===== src/common/dma_pkg.sv =====
`default_nettype none

package dma_pkg;

  ////////////////////////////////////////////////////////////////////////////
  // Sizes

  localparam int ADDR_W     = 32;  // Byte address
  localparam int DATA_W     = 32;
  localparam int LEN_W      = 16;  // Transfer length in words
  localparam int ENTRIES    = 4;
  localparam int POS_W      = 2;
  localparam int FIFO_DEPTH = 4;

  // Word offsets within one entry, entry itself in adr[5:4]
  localparam logic [1:0] REG_SRC  = 2'd0;
  localparam logic [1:0] REG_DST  = 2'd1;
  localparam logic [1:0] REG_LEN  = 2'd2;
  localparam logic [1:0] REG_CTRL = 2'd3;

  // Control write fields
  localparam int CTRL_GO_BIT  = 0;
  localparam int CTRL_ACK_BIT = 1;

  ////////////////////////////////////////////////////////////////////////////
  // Bundles

  typedef struct packed {
    logic [ADDR_W-1:0] src;
    logic [ADDR_W-1:0] dst;
    logic [LEN_W-1:0]  len;
  } dma_req_t;

  typedef struct packed {
    logic [ADDR_W-1:0]   adr;
    logic [DATA_W-1:0]   dat;
    logic [DATA_W/8-1:0] sel;
    logic                we;
    logic                cyc;
    logic                stb;
  } wb_m2s_t;

  typedef struct packed {
    logic [DATA_W-1:0] dat;
    logic              ack;
  } wb_s2m_t;

endpackage

`default_nettype wire

===== src/dma/dma_wb_top.sv =====
`timescale 1ns/100ps
`default_nettype none

module dma_wb_top (
  input  wire                          clk,
  input  wire                          rst,
  input  wire  dma_pkg::wb_m2s_t       cfg_m2s_i,
  output dma_pkg::wb_s2m_t             cfg_s2m_o,
  output dma_pkg::wb_m2s_t             mem_m2s_o,
  input  wire  dma_pkg::wb_s2m_t       mem_s2m_i,
  output logic [dma_pkg::ENTRIES-1:0]  irq_o
);

  import dma_pkg::*;

  ////////////////////////////////////////////////////////////////////////////
  // Interconnect

  // Configuration slave to table
  logic              wr_en;
  logic [POS_W-1:0]  wr_pos;       // Also the read entry
  logic [1:0]        wr_sel;
  logic [DATA_W-1:0] wr_data;
  logic              go_en;
  logic [POS_W-1:0]  go_pos;
  logic              ack_en;
  logic [POS_W-1:0]  ack_pos;
  dma_req_t          rd_req;
  logic [2:0]        rd_state;

  // Table and reader
  logic [POS_W-1:0]   sel_pos;
  dma_req_t           sel_req;
  logic [ENTRIES-1:0] pending;
  logic               claim_en;

  // Job handoff and completion
  logic             job_en;
  dma_req_t         job;
  logic [POS_W-1:0] job_pos;
  logic             writer_busy;
  logic             done_en;
  logic [POS_W-1:0] done_pos;

  // Data path through the FIFO
  logic              push;
  logic [DATA_W-1:0] push_data;
  logic              pop;
  logic [DATA_W-1:0] pop_data;
  logic              fifo_full;
  logic              fifo_empty;

  wb_m2s_t rd_m2s;
  wb_s2m_t rd_s2m;
  wb_m2s_t wr_m2s;
  wb_s2m_t wr_s2m;

  ////////////////////////////////////////////////////////////////////////////
  // Blocks

  dma_cfg_wb cfg_wb_inst (
    .clk, .rst, .cfg_m2s_i, .cfg_s2m_o,
    .wr_en_o(wr_en), .wr_pos_o(wr_pos), .wr_sel_o(wr_sel), .wr_data_o(wr_data),
    .go_en_o(go_en), .go_pos_o(go_pos), .ack_en_o(ack_en), .ack_pos_o(ack_pos),
    .rd_req_i(rd_req), .rd_state_i(rd_state)
  );

  dma_request_table request_table_inst (
    .clk, .rst,
    .wr_en_i(wr_en), .wr_pos_i(wr_pos), .wr_sel_i(wr_sel), .wr_data_i(wr_data),
    .go_en_i(go_en), .go_pos_i(go_pos), .ack_en_i(ack_en), .ack_pos_i(ack_pos),
    .rd_pos_i(wr_pos), .rd_req_o(rd_req), .rd_state_o(rd_state),
    .sel_pos_i(sel_pos), .sel_req_o(sel_req), .pending_o(pending),
    .claim_en_i(claim_en), .done_en_i(done_en), .done_pos_i(done_pos),
    .irq_o
  );

  dma_reader reader_inst (
    .clk, .rst,
    .pending_i(pending), .sel_pos_o(sel_pos), .sel_req_i(sel_req),
    .claim_en_o(claim_en), .writer_busy_i(writer_busy),
    .job_en_o(job_en), .job_o(job), .job_pos_o(job_pos),
    .fifo_full_i(fifo_full), .push_o(push), .push_data_o(push_data),
    .m2s_o(rd_m2s), .s2m_i(rd_s2m)
  );

  dma_word_fifo word_fifo_inst (
    .clk, .rst,
    .push_i(push), .push_data_i(push_data), .pop_i(pop), .pop_data_o(pop_data),
    .full_o(fifo_full), .empty_o(fifo_empty)
  );

  dma_writer writer_inst (
    .clk, .rst,
    .job_en_i(job_en), .job_i(job), .job_pos_i(job_pos), .busy_o(writer_busy),
    .fifo_empty_i(fifo_empty), .pop_o(pop), .pop_data_i(pop_data),
    .done_en_o(done_en), .done_pos_o(done_pos),
    .m2s_o(wr_m2s), .s2m_i(wr_s2m)
  );

  dma_bus_arb bus_arb_inst (
    .clk, .rst,
    .rd_m2s_i(rd_m2s), .rd_s2m_o(rd_s2m), .wr_m2s_i(wr_m2s), .wr_s2m_o(wr_s2m),
    .mem_m2s_o, .mem_s2m_i
  );

endmodule

`default_nettype wire


===== src/dma/dma_bus_arb.sv =====
`timescale 1ns/100ps
`default_nettype none

module dma_bus_arb (
  input  wire                     clk,
  input  wire                     rst,
  input  wire  dma_pkg::wb_m2s_t  rd_m2s_i,
  output dma_pkg::wb_s2m_t        rd_s2m_o,
  input  wire  dma_pkg::wb_m2s_t  wr_m2s_i,
  output dma_pkg::wb_s2m_t        wr_s2m_o,
  output dma_pkg::wb_m2s_t        mem_m2s_o,
  input  wire  dma_pkg::wb_s2m_t  mem_s2m_i
);

  logic owner_wr_q;    // 1 writer, 0 reader
  logic owner_wr_d;
  logic owner_active;

  assign owner_active = owner_wr_q ? wr_m2s_i.cyc : rd_m2s_i.cyc;

  // Grant sticks while the owner holds cyc, writer first otherwise
  always_comb begin
    if (owner_active) begin
      owner_wr_d = owner_wr_q;
    end else if (wr_m2s_i.cyc) begin
      owner_wr_d = 1'b1;
    end else begin
      owner_wr_d = 1'b0;
    end
  end

  always_ff @(posedge clk) begin
    if (rst) begin
      owner_wr_q <= 1'b0;
    end else begin
      owner_wr_q <= owner_wr_d;
    end
  end

  // Non-owner sees an idle slave
  always_comb begin
    rd_s2m_o = '0;
    wr_s2m_o = '0;
    if (owner_wr_q) begin
      mem_m2s_o = wr_m2s_i;
      wr_s2m_o  = mem_s2m_i;
    end else begin
      mem_m2s_o = rd_m2s_i;
      rd_s2m_o  = mem_s2m_i;
    end
  end

endmodule

`default_nettype wire


===== src/dma/dma_writer.sv =====
`timescale 1ns/100ps
`default_nettype none

module dma_writer (
  input  wire                          clk,
  input  wire                          rst,
  input  wire                          job_en_i,
  input  wire  dma_pkg::dma_req_t      job_i,
  input  wire  [dma_pkg::POS_W-1:0]    job_pos_i,
  output logic                         busy_o,
  input  wire                          fifo_empty_i,
  output logic                         pop_o,
  input  wire  [dma_pkg::DATA_W-1:0]   pop_data_i,
  output logic                         done_en_o,
  output logic [dma_pkg::POS_W-1:0]    done_pos_o,
  output dma_pkg::wb_m2s_t             m2s_o,
  input  wire  dma_pkg::wb_s2m_t       s2m_i
);

  import dma_pkg::*;

  logic              busy_q;
  logic [POS_W-1:0]  pos_q;
  logic [ADDR_W-1:0] dst_q;
  logic [LEN_W-1:0]  cnt_q;   // Remaining words
  logic [LEN_W-1:0]  off_q;   // Word offset into destination
  logic              wr_active;

  always_ff @(posedge clk) begin
    if (rst) begin
      busy_q <= 1'b0;
    end else if (job_en_i) begin
      busy_q <= 1'b1;
    end else if (done_en_o) begin
      busy_q <= 1'b0;
    end
  end

  always_ff @(posedge clk) begin
    if (job_en_i) begin
      pos_q <= job_pos_i;
      dst_q <= job_i.dst;
      cnt_q <= job_i.len;
      off_q <= '0;
    end else if (s2m_i.ack) begin
      cnt_q <= cnt_q - 1'b1;
      off_q <= off_q + 1'b1;
    end
  end

  // Release the bus whenever the FIFO runs dry
  assign wr_active  = busy_q && (cnt_q != '0) && !fifo_empty_i;
  assign done_en_o  = busy_q && (cnt_q == '0);  // Zero length finishes at once
  assign done_pos_o = pos_q;
  assign busy_o     = busy_q;
  assign pop_o      = s2m_i.ack;

  always_comb begin
    m2s_o     = '0;
    m2s_o.adr = dst_q + ADDR_W'({off_q, 2'b00});
    m2s_o.dat = pop_data_i;  // FIFO head
    m2s_o.sel = '1;
    m2s_o.we  = 1'b1;
    m2s_o.cyc = wr_active;
    m2s_o.stb = wr_active;
  end

endmodule

`default_nettype wire


===== src/dma/dma_reader.sv =====
`timescale 1ns/100ps
`default_nettype none

module dma_reader (
  input  wire                          clk,
  input  wire                          rst,
  input  wire  [dma_pkg::ENTRIES-1:0]  pending_i,
  output logic [dma_pkg::POS_W-1:0]    sel_pos_o,
  input  wire  dma_pkg::dma_req_t      sel_req_i,
  output logic                         claim_en_o,
  input  wire                          writer_busy_i,
  output logic                         job_en_o,
  output dma_pkg::dma_req_t            job_o,
  output logic [dma_pkg::POS_W-1:0]    job_pos_o,
  input  wire                          fifo_full_i,
  output logic                         push_o,
  output logic [dma_pkg::DATA_W-1:0]   push_data_o,
  output dma_pkg::wb_m2s_t             m2s_o,
  input  wire  dma_pkg::wb_s2m_t       s2m_i
);

  import dma_pkg::*;

  typedef enum logic [1:0] {IDLE, CLAIM, JOB, READ} state_t;

  state_t            state_q;
  logic [POS_W-1:0]  pos_q;
  logic [POS_W-1:0]  lowest;
  dma_req_t          job_q;
  logic [ADDR_W-1:0] addr_q;
  logic [LEN_W-1:0]  cnt_q;   // Words still to read
  logic              rd_active;

  // Lowest pending entry wins
  always_comb begin
    lowest = '0;
    for (int i = ENTRIES - 1; i >= 0; i--) begin
      if (pending_i[i]) lowest = POS_W'(i);
    end
  end

  always_ff @(posedge clk) begin
    if (rst) begin
      state_q <= IDLE;
    end else begin
      case (state_q)
        IDLE:    if (|pending_i && !writer_busy_i) state_q <= CLAIM;
        CLAIM:   state_q <= JOB;
        JOB:     state_q <= (cnt_q == '0) ? IDLE : READ;
        READ:    if (s2m_i.ack && cnt_q == LEN_W'(1)) state_q <= IDLE;
        default: state_q <= IDLE;
      endcase
    end
  end

  always_ff @(posedge clk) begin
    if (state_q == IDLE) pos_q <= lowest;
    if (state_q == CLAIM) begin
      job_q  <= sel_req_i;
      addr_q <= sel_req_i.src;
      cnt_q  <= sel_req_i.len;
    end else if (s2m_i.ack) begin
      addr_q <= addr_q + ADDR_W'(4);  // Next word
      cnt_q  <= cnt_q - 1'b1;
    end
  end

  assign sel_pos_o  = pos_q;
  assign claim_en_o = (state_q == CLAIM);
  assign job_en_o   = (state_q == JOB);
  assign job_o      = job_q;
  assign job_pos_o  = pos_q;

  // Cycle dropped while FIFO full so the writer can take the bus
  assign rd_active   = (state_q == READ) && !fifo_full_i;
  assign push_o      = s2m_i.ack;
  assign push_data_o = s2m_i.dat;

  always_comb begin
    m2s_o     = '0;
    m2s_o.adr = addr_q;
    m2s_o.sel = '1;
    m2s_o.cyc = rd_active;
    m2s_o.stb = rd_active;
  end

endmodule

`default_nettype wire


===== src/dma/dma_request_table.sv =====
`timescale 1ns/100ps
`default_nettype none

module dma_request_table (
  input  wire                          clk,
  input  wire                          rst,
  // Field writes and commands from the configuration slave
  input  wire                          wr_en_i,
  input  wire  [dma_pkg::POS_W-1:0]    wr_pos_i,
  input  wire  [1:0]                   wr_sel_i,
  input  wire  [dma_pkg::DATA_W-1:0]   wr_data_i,
  input  wire                          go_en_i,
  input  wire  [dma_pkg::POS_W-1:0]    go_pos_i,
  input  wire                          ack_en_i,
  input  wire  [dma_pkg::POS_W-1:0]    ack_pos_i,
  input  wire  [dma_pkg::POS_W-1:0]    rd_pos_i,
  output dma_pkg::dma_req_t            rd_req_o,
  output logic [2:0]                   rd_state_o,
  // Reader side
  input  wire  [dma_pkg::POS_W-1:0]    sel_pos_i,
  output dma_pkg::dma_req_t            sel_req_o,
  output logic [dma_pkg::ENTRIES-1:0]  pending_o,
  input  wire                          claim_en_i,
  // Writer completion
  input  wire                          done_en_i,
  input  wire  [dma_pkg::POS_W-1:0]    done_pos_i,
  output logic [dma_pkg::ENTRIES-1:0]  irq_o
);

  import dma_pkg::*;

  dma_req_t           req_q [ENTRIES];
  logic [ENTRIES-1:0] valid_q;
  logic [ENTRIES-1:0] busy_q;
  logic [ENTRIES-1:0] done_q;

  always_ff @(posedge clk) begin
    if (wr_en_i) begin
      case (wr_sel_i)
        REG_SRC: req_q[wr_pos_i].src <= wr_data_i;
        REG_DST: req_q[wr_pos_i].dst <= wr_data_i;
        REG_LEN: req_q[wr_pos_i].len <= wr_data_i[LEN_W-1:0];
        default: ;
      endcase
    end
  end

  // Entry life cycle: go -> claimed (busy) -> done
  always_ff @(posedge clk) begin
    if (rst) begin
      valid_q <= '0;
      busy_q  <= '0;
      done_q  <= '0;
    end else begin
      if (go_en_i) begin
        valid_q[go_pos_i] <= 1'b1;
        done_q[go_pos_i]  <= 1'b0;  // Re-arm clears a stale done
      end
      if (ack_en_i) done_q[ack_pos_i] <= 1'b0;
      if (claim_en_i) busy_q[sel_pos_i] <= 1'b1;
      if (done_en_i) begin
        valid_q[done_pos_i] <= 1'b0;
        busy_q[done_pos_i]  <= 1'b0;
        done_q[done_pos_i]  <= 1'b1;
      end
    end
  end

  assign rd_req_o   = req_q[rd_pos_i];
  assign rd_state_o = {busy_q[rd_pos_i], done_q[rd_pos_i], valid_q[rd_pos_i]};
  assign sel_req_o  = req_q[sel_pos_i];
  assign pending_o  = valid_q & ~busy_q;
  assign irq_o      = done_q;  // Held until software acks

endmodule

`default_nettype wire


===== src/dma/dma_cfg_wb.sv =====
`timescale 1ns/100ps
`default_nettype none

module dma_cfg_wb (
  input  wire                          clk,
  input  wire                          rst,
  input  wire  dma_pkg::wb_m2s_t       cfg_m2s_i,
  output dma_pkg::wb_s2m_t             cfg_s2m_o,
  output logic                         wr_en_o,
  output logic [dma_pkg::POS_W-1:0]    wr_pos_o,
  output logic [1:0]                   wr_sel_o,
  output logic [dma_pkg::DATA_W-1:0]   wr_data_o,
  output logic                         go_en_o,
  output logic [dma_pkg::POS_W-1:0]    go_pos_o,
  output logic                         ack_en_o,
  output logic [dma_pkg::POS_W-1:0]    ack_pos_o,
  input  wire  dma_pkg::dma_req_t      rd_req_i,
  input  wire  [2:0]                   rd_state_i  // {busy, done, valid}
);

  import dma_pkg::*;

  logic             ack_q;
  logic [POS_W-1:0] entry;
  logic [1:0]       word;
  logic             wr_cycle;
  logic             ctrl_wr;

  assign entry = cfg_m2s_i.adr[5:4];
  assign word  = cfg_m2s_i.adr[3:2];

  // One wait state, then a single-cycle ack
  always_ff @(posedge clk) begin
    if (rst) begin
      ack_q <= 1'b0;
    end else begin
      ack_q <= cfg_m2s_i.cyc & cfg_m2s_i.stb & ~ack_q;
    end
  end

  // Commands fire in the ack cycle, table updates on the closing edge
  assign wr_cycle = ack_q & cfg_m2s_i.cyc & cfg_m2s_i.stb & cfg_m2s_i.we;
  assign ctrl_wr  = wr_cycle & (word == REG_CTRL);

  assign wr_en_o   = wr_cycle & (word != REG_CTRL);
  assign wr_pos_o  = entry;
  assign wr_sel_o  = word;
  assign wr_data_o = cfg_m2s_i.dat;

  assign go_en_o   = ctrl_wr & cfg_m2s_i.dat[CTRL_GO_BIT];
  assign go_pos_o  = entry;
  assign ack_en_o  = ctrl_wr & cfg_m2s_i.dat[CTRL_ACK_BIT];
  assign ack_pos_o = entry;

  // Read data follows the address, qualified by ack
  always_comb begin
    cfg_s2m_o.ack = ack_q;
    case (word)
      REG_SRC: cfg_s2m_o.dat = rd_req_i.src;
      REG_DST: cfg_s2m_o.dat = rd_req_i.dst;
      REG_LEN: cfg_s2m_o.dat = DATA_W'(rd_req_i.len);
      default: cfg_s2m_o.dat = DATA_W'(rd_state_i);
    endcase
  end

endmodule

`default_nettype wire


===== src/dma_word_fifo.sv =====
`timescale 1ns/100ps
`default_nettype none

module dma_word_fifo (
  input  wire                          clk,
  input  wire                          rst,
  input  wire                          push_i,
  input  wire  [dma_pkg::DATA_W-1:0]   push_data_i,
  input  wire                          pop_i,
  output logic [dma_pkg::DATA_W-1:0]   pop_data_o,
  output logic                         full_o,
  output logic                         empty_o
);

  import dma_pkg::*;

  logic [DATA_W-1:0]               mem_q [FIFO_DEPTH];
  logic [$clog2(FIFO_DEPTH)-1:0]   wr_ptr_q;  // Wraps, depth is a power of two
  logic [$clog2(FIFO_DEPTH)-1:0]   rd_ptr_q;
  logic [$clog2(FIFO_DEPTH):0]     count_q;
  logic                            do_push;
  logic                            do_pop;

  assign do_push = push_i && !full_o;
  assign do_pop  = pop_i && !empty_o;

  always_ff @(posedge clk) begin
    if (do_push) mem_q[wr_ptr_q] <= push_data_i;
  end

  always_ff @(posedge clk) begin
    if (rst) begin
      wr_ptr_q <= '0;
      rd_ptr_q <= '0;
      count_q  <= '0;
    end else begin
      if (do_push) wr_ptr_q <= wr_ptr_q + 1'b1;
      if (do_pop) rd_ptr_q <= rd_ptr_q + 1'b1;
      case ({do_push, do_pop})
        2'b10:   count_q <= count_q + 1'b1;
        2'b01:   count_q <= count_q - 1'b1;
        default: ;  // Both or neither
      endcase
    end
  end

  assign pop_data_o = mem_q[rd_ptr_q];
  assign full_o     = (count_q == FIFO_DEPTH);
  assign empty_o    = (count_q == '0);

endmodule

`default_nettype wire


===== config.mk =====
export PLATFORM = sky130hd
export DESIGN_NAME = dma_wb_top
export DESIGN_NICKNAME = d
export VERILOG_FILES = /design/src/common/dma_pkg.sv /design/src/dma/dma_wb_top.sv /design/src/dma/dma_bus_arb.sv /design/src/dma/dma_writer.sv /design/src/dma/dma_reader.sv /design/src/dma/dma_request_table.sv /design/src/dma/dma_cfg_wb.sv /design/src/dma_word_fifo.sv
export SDC_FILE = /design/constraint.sdc
export NUM_CORES = 1
export LEC_CHECK = 0
export BUFFER_PORTS_ARGS = -buffer_cell sky130_fd_sc_hd__buf_2
export CORE_MARGIN = 3
export CORE_UTILIZATION = 30
export DETAILED_ROUTE_END_ITERATION = 6
export REMOVE_ABC_BUFFERS = 1
export SLEW_MARGIN = 10
export SYNTH_ARGS = -nofsm -noshare
export SYNTH_HDL_FRONTEND = slang
export SYNTH_SLANG_ARGS = --single-unit

===== constraint.sdc =====
create_clock -name clk -period 6.4 [get_ports clk]
set_input_delay 0.32 -clock clk [delete_from_list [all_inputs] [get_ports clk]]
set_output_delay 0.32 -clock clk [all_outputs]
set_load 0.05 [all_outputs]

======== Yosys cells after proc, flatten, opt, wreduce, memory -nomap -nowiden ========
Memory sizes are Yosys's and may differ from the RTL's. A register that Yosys moved wholly into a read port is not among the register bits.
Index checks and enable logic that the tools add are counted.
Widths: inputs -> output; s select.
cells by class
  $add $sub $neg .......................... 9
  multipliers ............................. 0
  divide/modulo/power cells ............... 0
  magnitude comparators ................... 6
  eq/ne operators ......................... 13
  shifts and indexed selects .............. 0
  mux-type cells .......................... 58
  bitwise operators ....................... 21
  reductions and logical operators ........ 27
operators with widths
  cell                   count
  $pmux 32 s3            1
  $mux 71                1
  $mux 16                4
  $mux 32                2
  $mux 4                 11
  $mux 33                1
  $add 32x18->32         1
  $add 32x3->32 const B  1
  $logic_not 16->1       2
  $sub 16x1->16 const B  2
  $mux 1                 23
  $and 4x4->4            5
  $add 16x1->16 const B  1
  $eq 16x1->1 const B    1
  $reduce_bool 16->1     1
  $mux 2                 7
  $not 4->4              3
  $or 4x4->4             3
  $logic_and 1x1->1      11
  $eq 2x2->1 const B     5
  $and 1x1->1            9
  $lt 2x3->1 const B     3
  $pmux 2 s4             1
  $reduce_bool 2->1      4
  other kinds (18)       31
storage, ports and cells
  register bits after elaboration ......... 188
  bits in latches ......................... 0
  memory bits (writable) .................. 448
  memory bits (read-only) ................. 0
  input bits .............................. 106
  output and inout port bits .............. 108
  memories ................................ 2
memory list
  name                      depth  bits a word  read ports  clocked after Yosys merged registers in  write ports  RTL line                 text
  request_table_inst.req_q  4      80           2           0                                        1            dma_request_table.sv:32  dma_req_t req_q [ENTRIES];
  word_fifo_inst.mem_q      4      32           1           1                                        1            dma_word_fifo.sv:17      logic [DATA_W-1:0] mem_q [FIFO_DEPTH];

======== Logic depth before layout (Yosys ltp) ========
  word-level depth ........................ 13
  gate-level depth with buffers ........... 11
  depth with buffers taken out ............ 10

======== Hierarchy ========
Synthesis repeated with hierarchy kept, for this count alone.
second synthesis, totals
  cell total of the unflattened synthesis .. 1,962
  area, all modules ....................... 31,985.7 µm²
by module, submodules not included
  module             instances  cells an instance  area an instance (µm²)  sequential area each (µm²)
  dma_request_table  1          597                14,213.6                9,849.4
  dma_reader         1          479                6,122.1                 3,943.8
  dma_word_fifo      1          221                5,143.7                 4,023.9
  dma_writer         1          387                3,951.3                 1,841.8
  dma_bus_arb        1          156                1,549.0                 20.0
  dma_cfg_wb         1          122                1,006.0                 20.0

======== Worst setup path before layout ========
No wires, ideal clock.
  path kind ............................... in2reg
  start ................................... input port cfg_m2s_i[41] in the netlist's numbering
  end ..................................... memory request_table_inst.req_q[0][16] in the netlist's numbering (enable)
  setup time .............................. 461 ps
  arrival time ............................ 3,291 ps
  required time ........................... 5,939 ps
  slack ................................... 2,648 ps
  cell stages on the path ................. 4
  path buffers ............................ 2
  cell sequence ........................... buf_1 > buf_2 > nand2_1 > nor3_1
on the way
  word-level cells in the longest chain between the ends .. 4
ends and longest elaborated chain
  item                                      RTL line                                   text
  start, declared                           dma_wb_top.sv:7                            input wire dma_pkg::wb_m2s_t cfg_m2s_i,
  $eq 2x1->1 or $ne 2x2->1 (tied branches)  dma_request_table.sv:39, dma_cfg_wb.sv:45
  $mux 1 or $and 1x1->1 (tied branches)     dma_request_table.sv:39, dma_cfg_wb.sv:45
  $mux 1 (*)                                dma_request_table.sv:38                    if (wr_en_i) begin
  $mux 1 (implied by the code) (*)          dma_request_table.sv:41                    REG_DST: req_q[wr_pos_i].dst <= wr_data_i;
  end, declared                             dma_request_table.sv:32
Mark *: on every way between the ends. The rest lies on a longest branch, timed or not.

==> flow_metrics.tcl <==
set metrics [dict create \
    clk_latency_ps 600 \
    synthMuxAreaShare_pct 16.6 \
    crit_path_top_delay_cell "o31ai_1" \
    grt_pass1_vias 16900 \
    drv_slew 0 \
    worst_clock_skew_ps 23.7 \
    viasPerCell 5.03 \
    die_h_um 317 \
    setup_ws_ps 2400 \
    die_area_mm2 0.100 \
    rows 113 \
    synth-edff-count 596 \
    io_buffers 177 \
    gp_congestion 0.808 \
    critPathLaunchType "flip-flop" \
    num_io_pins 214 \
    setup_viol 0 \
    leakagePower_nw 11.1 \
    grt_max_degree 86 \
    clock-sinks 638 \
    die_w_um 317 \
    critPathKind "flip-flop to primary output" \
    maxSlewHeadroom_pct 34.7 \
    finalCriticalPeriod_ps 4000 \
    synth-xor-area-share_pct 2.36 \
    yosysWarnings 0 \
    critPathMaxStageDelay_ps 570 \
    core_mm2 0.0953 \
    nNetsFinal 2142 \
    synthSimpleGateAreaFrac_pct 8.45 \
    cts_root_buffer "clkbuf_16" \
    drive_gt1_share_pct 26.8 \
    ir_drop_v 0.000174 \
    crit_arrival_ps 3680 \
    drt_pre_antenna_iters 5 \
    end_kind "primary output" \
    cts_max_path_buffers 3 \
    antenna_found_initial 16 \
    cts_tree "yes" \
    wirelength_um 70900 \
    fill_cells 9036 \
    start_util_pct 30.4 \
    yosysSeqAreaShare_pct 64.8 \
    synthDistinctLibCells 74 \
    grt-ovfl-total 0 \
    syn_area_per_cell_um2 16.1 \
    maxCapViolCount 0 \
    postCtsResizedCells 0 \
    layout_common_cells "596 x edfxtp_1, 195 x mux4_2, 175 x buf_2" \
    hold_path_class "input port to flip-flop" \
    worstMarginPinSlew_ps 979 \
    grt_pass1_wl_um 105000 \
    hpwl_um 45200 \
    dpl.cell_count 3182 \
    status "complete, no violations" \
    period_share_pct 62.4 \
    areaGrowthSynthToFinish_pct 16.9 \
    p_total_mw 9.28 \
    syn_area_mm2 0.0289 \
    vias 16800 \
    async_flop_share_pct 0 \
    drc 0 \
    post_dp_cell_area_mm2 0.0313 \
    worstPathCellList "ha_1 > inv_1 > fa_1 > and2b_1 > o2111ai_1 > a21boi_1 > o21ba_2 > nor3_1 > o31ai_1 > buf_2" \
    layout_commonest_cell "edfxtp_1" \
    worst-path-max-fanout 4 \
    fin_area_mm2 0.0338 \
    hold_viol_final 0 \
    ys_top_cells_by_area "edfxtp_1 62%, mux4_2 15%, dfxtp_1 2.9%" \
    synth_compound_area_share_pct 4.39 \
    ant_nets 0 \
    tns_ps 0 \
    whs_ps 61.0 \
    powerDensity_mw_per_mm2 275 \
    final_core_util_pct 35.5 \
    grt_usage_pct 13.9 \
    rsz0062_at_grt "false" \
    yosys.area.top_type "edfxtp_1" \
    final_cells 3335 \
    clk_pin_slew_ps 60 \
    synth_top_family_by_area "multiplexers" \
    cts_buffers 70 \
    htree_levels 3 \
    synthAdderAreaFrac_pct 1.31 \
    post_drt_wl_per_cell_um 21.3 \
    synth_flop_cell "edfxtp_1" \
    yosysTopAreaCellShare_pct 61.9 \
    required_ps 6080 \
    ys_ff_latch 638 \
    place_ws_ps 2980 \
    fmax_mhz 250 \
    netlist_instances 1801 \
    dr.first_iter.drc_count 1739 \
]
-- registers in the layout, summed over array words and instances (netlist names), 3 cells and up, named ones only --
| name | cells |
|---|---|
| writer_inst.off_q | 16 |
| writer_inst.cnt_q | 16 |
| writer_inst.dst_q | 32 |
| request_table_inst.req_q | 320 |
| word_fifo_inst.count_q | 3 |
| request_table_inst.valid_q | 4 |
| reader_inst.addr_q | 32 |
| word_fifo_inst.mem_q | 128 |
| reader_inst.job_o | 48 |
| reader_inst.cnt_q | 16 |
| request_table_inst.busy_q | 4 |
| request_table_inst.irq_o | 4 |
-- critical path: cells and delay by family (launching register included) --
kind / cells / cell delay [ps]
AOI/OAI and AO/OA: 4 / 1230
adders and majority gates: 2 / 690
buffers and inverters: 2 / 470
DFF: 1 / 410
and+or+nand+nor: 2 / 300
-- layer usage --
layer / share of wire, % / vias up / global-route usage, %
met3: 7.8 / 106 / 3.48
li1: - / 7520 / -
met5: 0.056 / - / 0
met2: 47 / 554 / 22.0
met1: 43 / 8607 / 19.1
met4: 2.3 / 4 / 3.92
-- cell type report --
type                       count  area (µm²)  share of cell area [%]
sequential                   638       18700                    55.4
clock inverter                45         460                    1.36
multi-input combinational   1027        9670                    28.6
inverter                      41         156                   0.463
antenna                        6        15.0                  0.0444
tap                         1265        1580                    4.68
clock buffer                  84        1850                    5.46
timing repair buffer         229        1340                    3.97
-- kinds of logic (layout without fill, tap and decap cells) --
family / Yosys count / count (layout)
buffers and inverters: 139 / 399
adders and majority gates: 29 / 29
other: 1 / 10
xor gates and xnor gates: 78 / 78
muxes: 236 / 236
and+or+nand+nor: 478 / 478
AOI/OAI and AO/OA: 202 / 202
DFF: 638 / 638
-- report_power, final --
part	internal [mW]	switching (mW)	leakage, nW
clock	2.36	1.67	1.13
sequential	4.64	0.0481	5.77
combinational	0.189	0.378	4.17
-- cells in the mapped netlist, types with 3 or more instances --
master	count
and4_1	6
o21ai_1	9
o21ai_0	61
buf_1	14
a21o_1	6
clkbuf_1	46
nand3b_1	3
nor2_1	106
nand2_1	123
dfxtp_1	42
nor2b_1	33
a21oi_1	49
mux2i_1	31
nor4_1	3
nand4_1	25
nor4b_1	4
xnor2_1	41
mux2_2	10
nand2b_1	11
mux4_2	195
inv_1	39
xor2_1	37
buf_2	29
nor3_2	4
a31oi_1	8
and3_1	24
buf_4	9
a21boi_1	4
nand3_1	37
o22ai_1	14
o21a_1	9
ha_1	27
edfxtp_1	596
o211ai_1	3
and2_1	41
o2111ai_1	3
o31ai_1	9
a2111o_1	7
or3_1	9
nor3_1	34
-- final timing paths --
path,startpoint,slack (ps),endpoint,cells past startpoint
worst max-delay path,writer_inst.off_q[0],2400,mem_m2s_o[53],10
worst min-delay path,cfg_m2s_i[18],60,request_table_inst.req_q[3][27],1
worst max register to register,bus_arb_inst.owner_wr_q,3380,word_fifo_inst.count_q[2],11
worst min register to register,reader_inst.job_o[32],400,writer_inst.dst_q[16],0
-- what timing repair did --
action	4_1_cts	5_1_grt
endpoints found under the hold margin	129	0
buffers inserted	0	0
hold buffers	18	0
(Power assumes the default switching activity.)
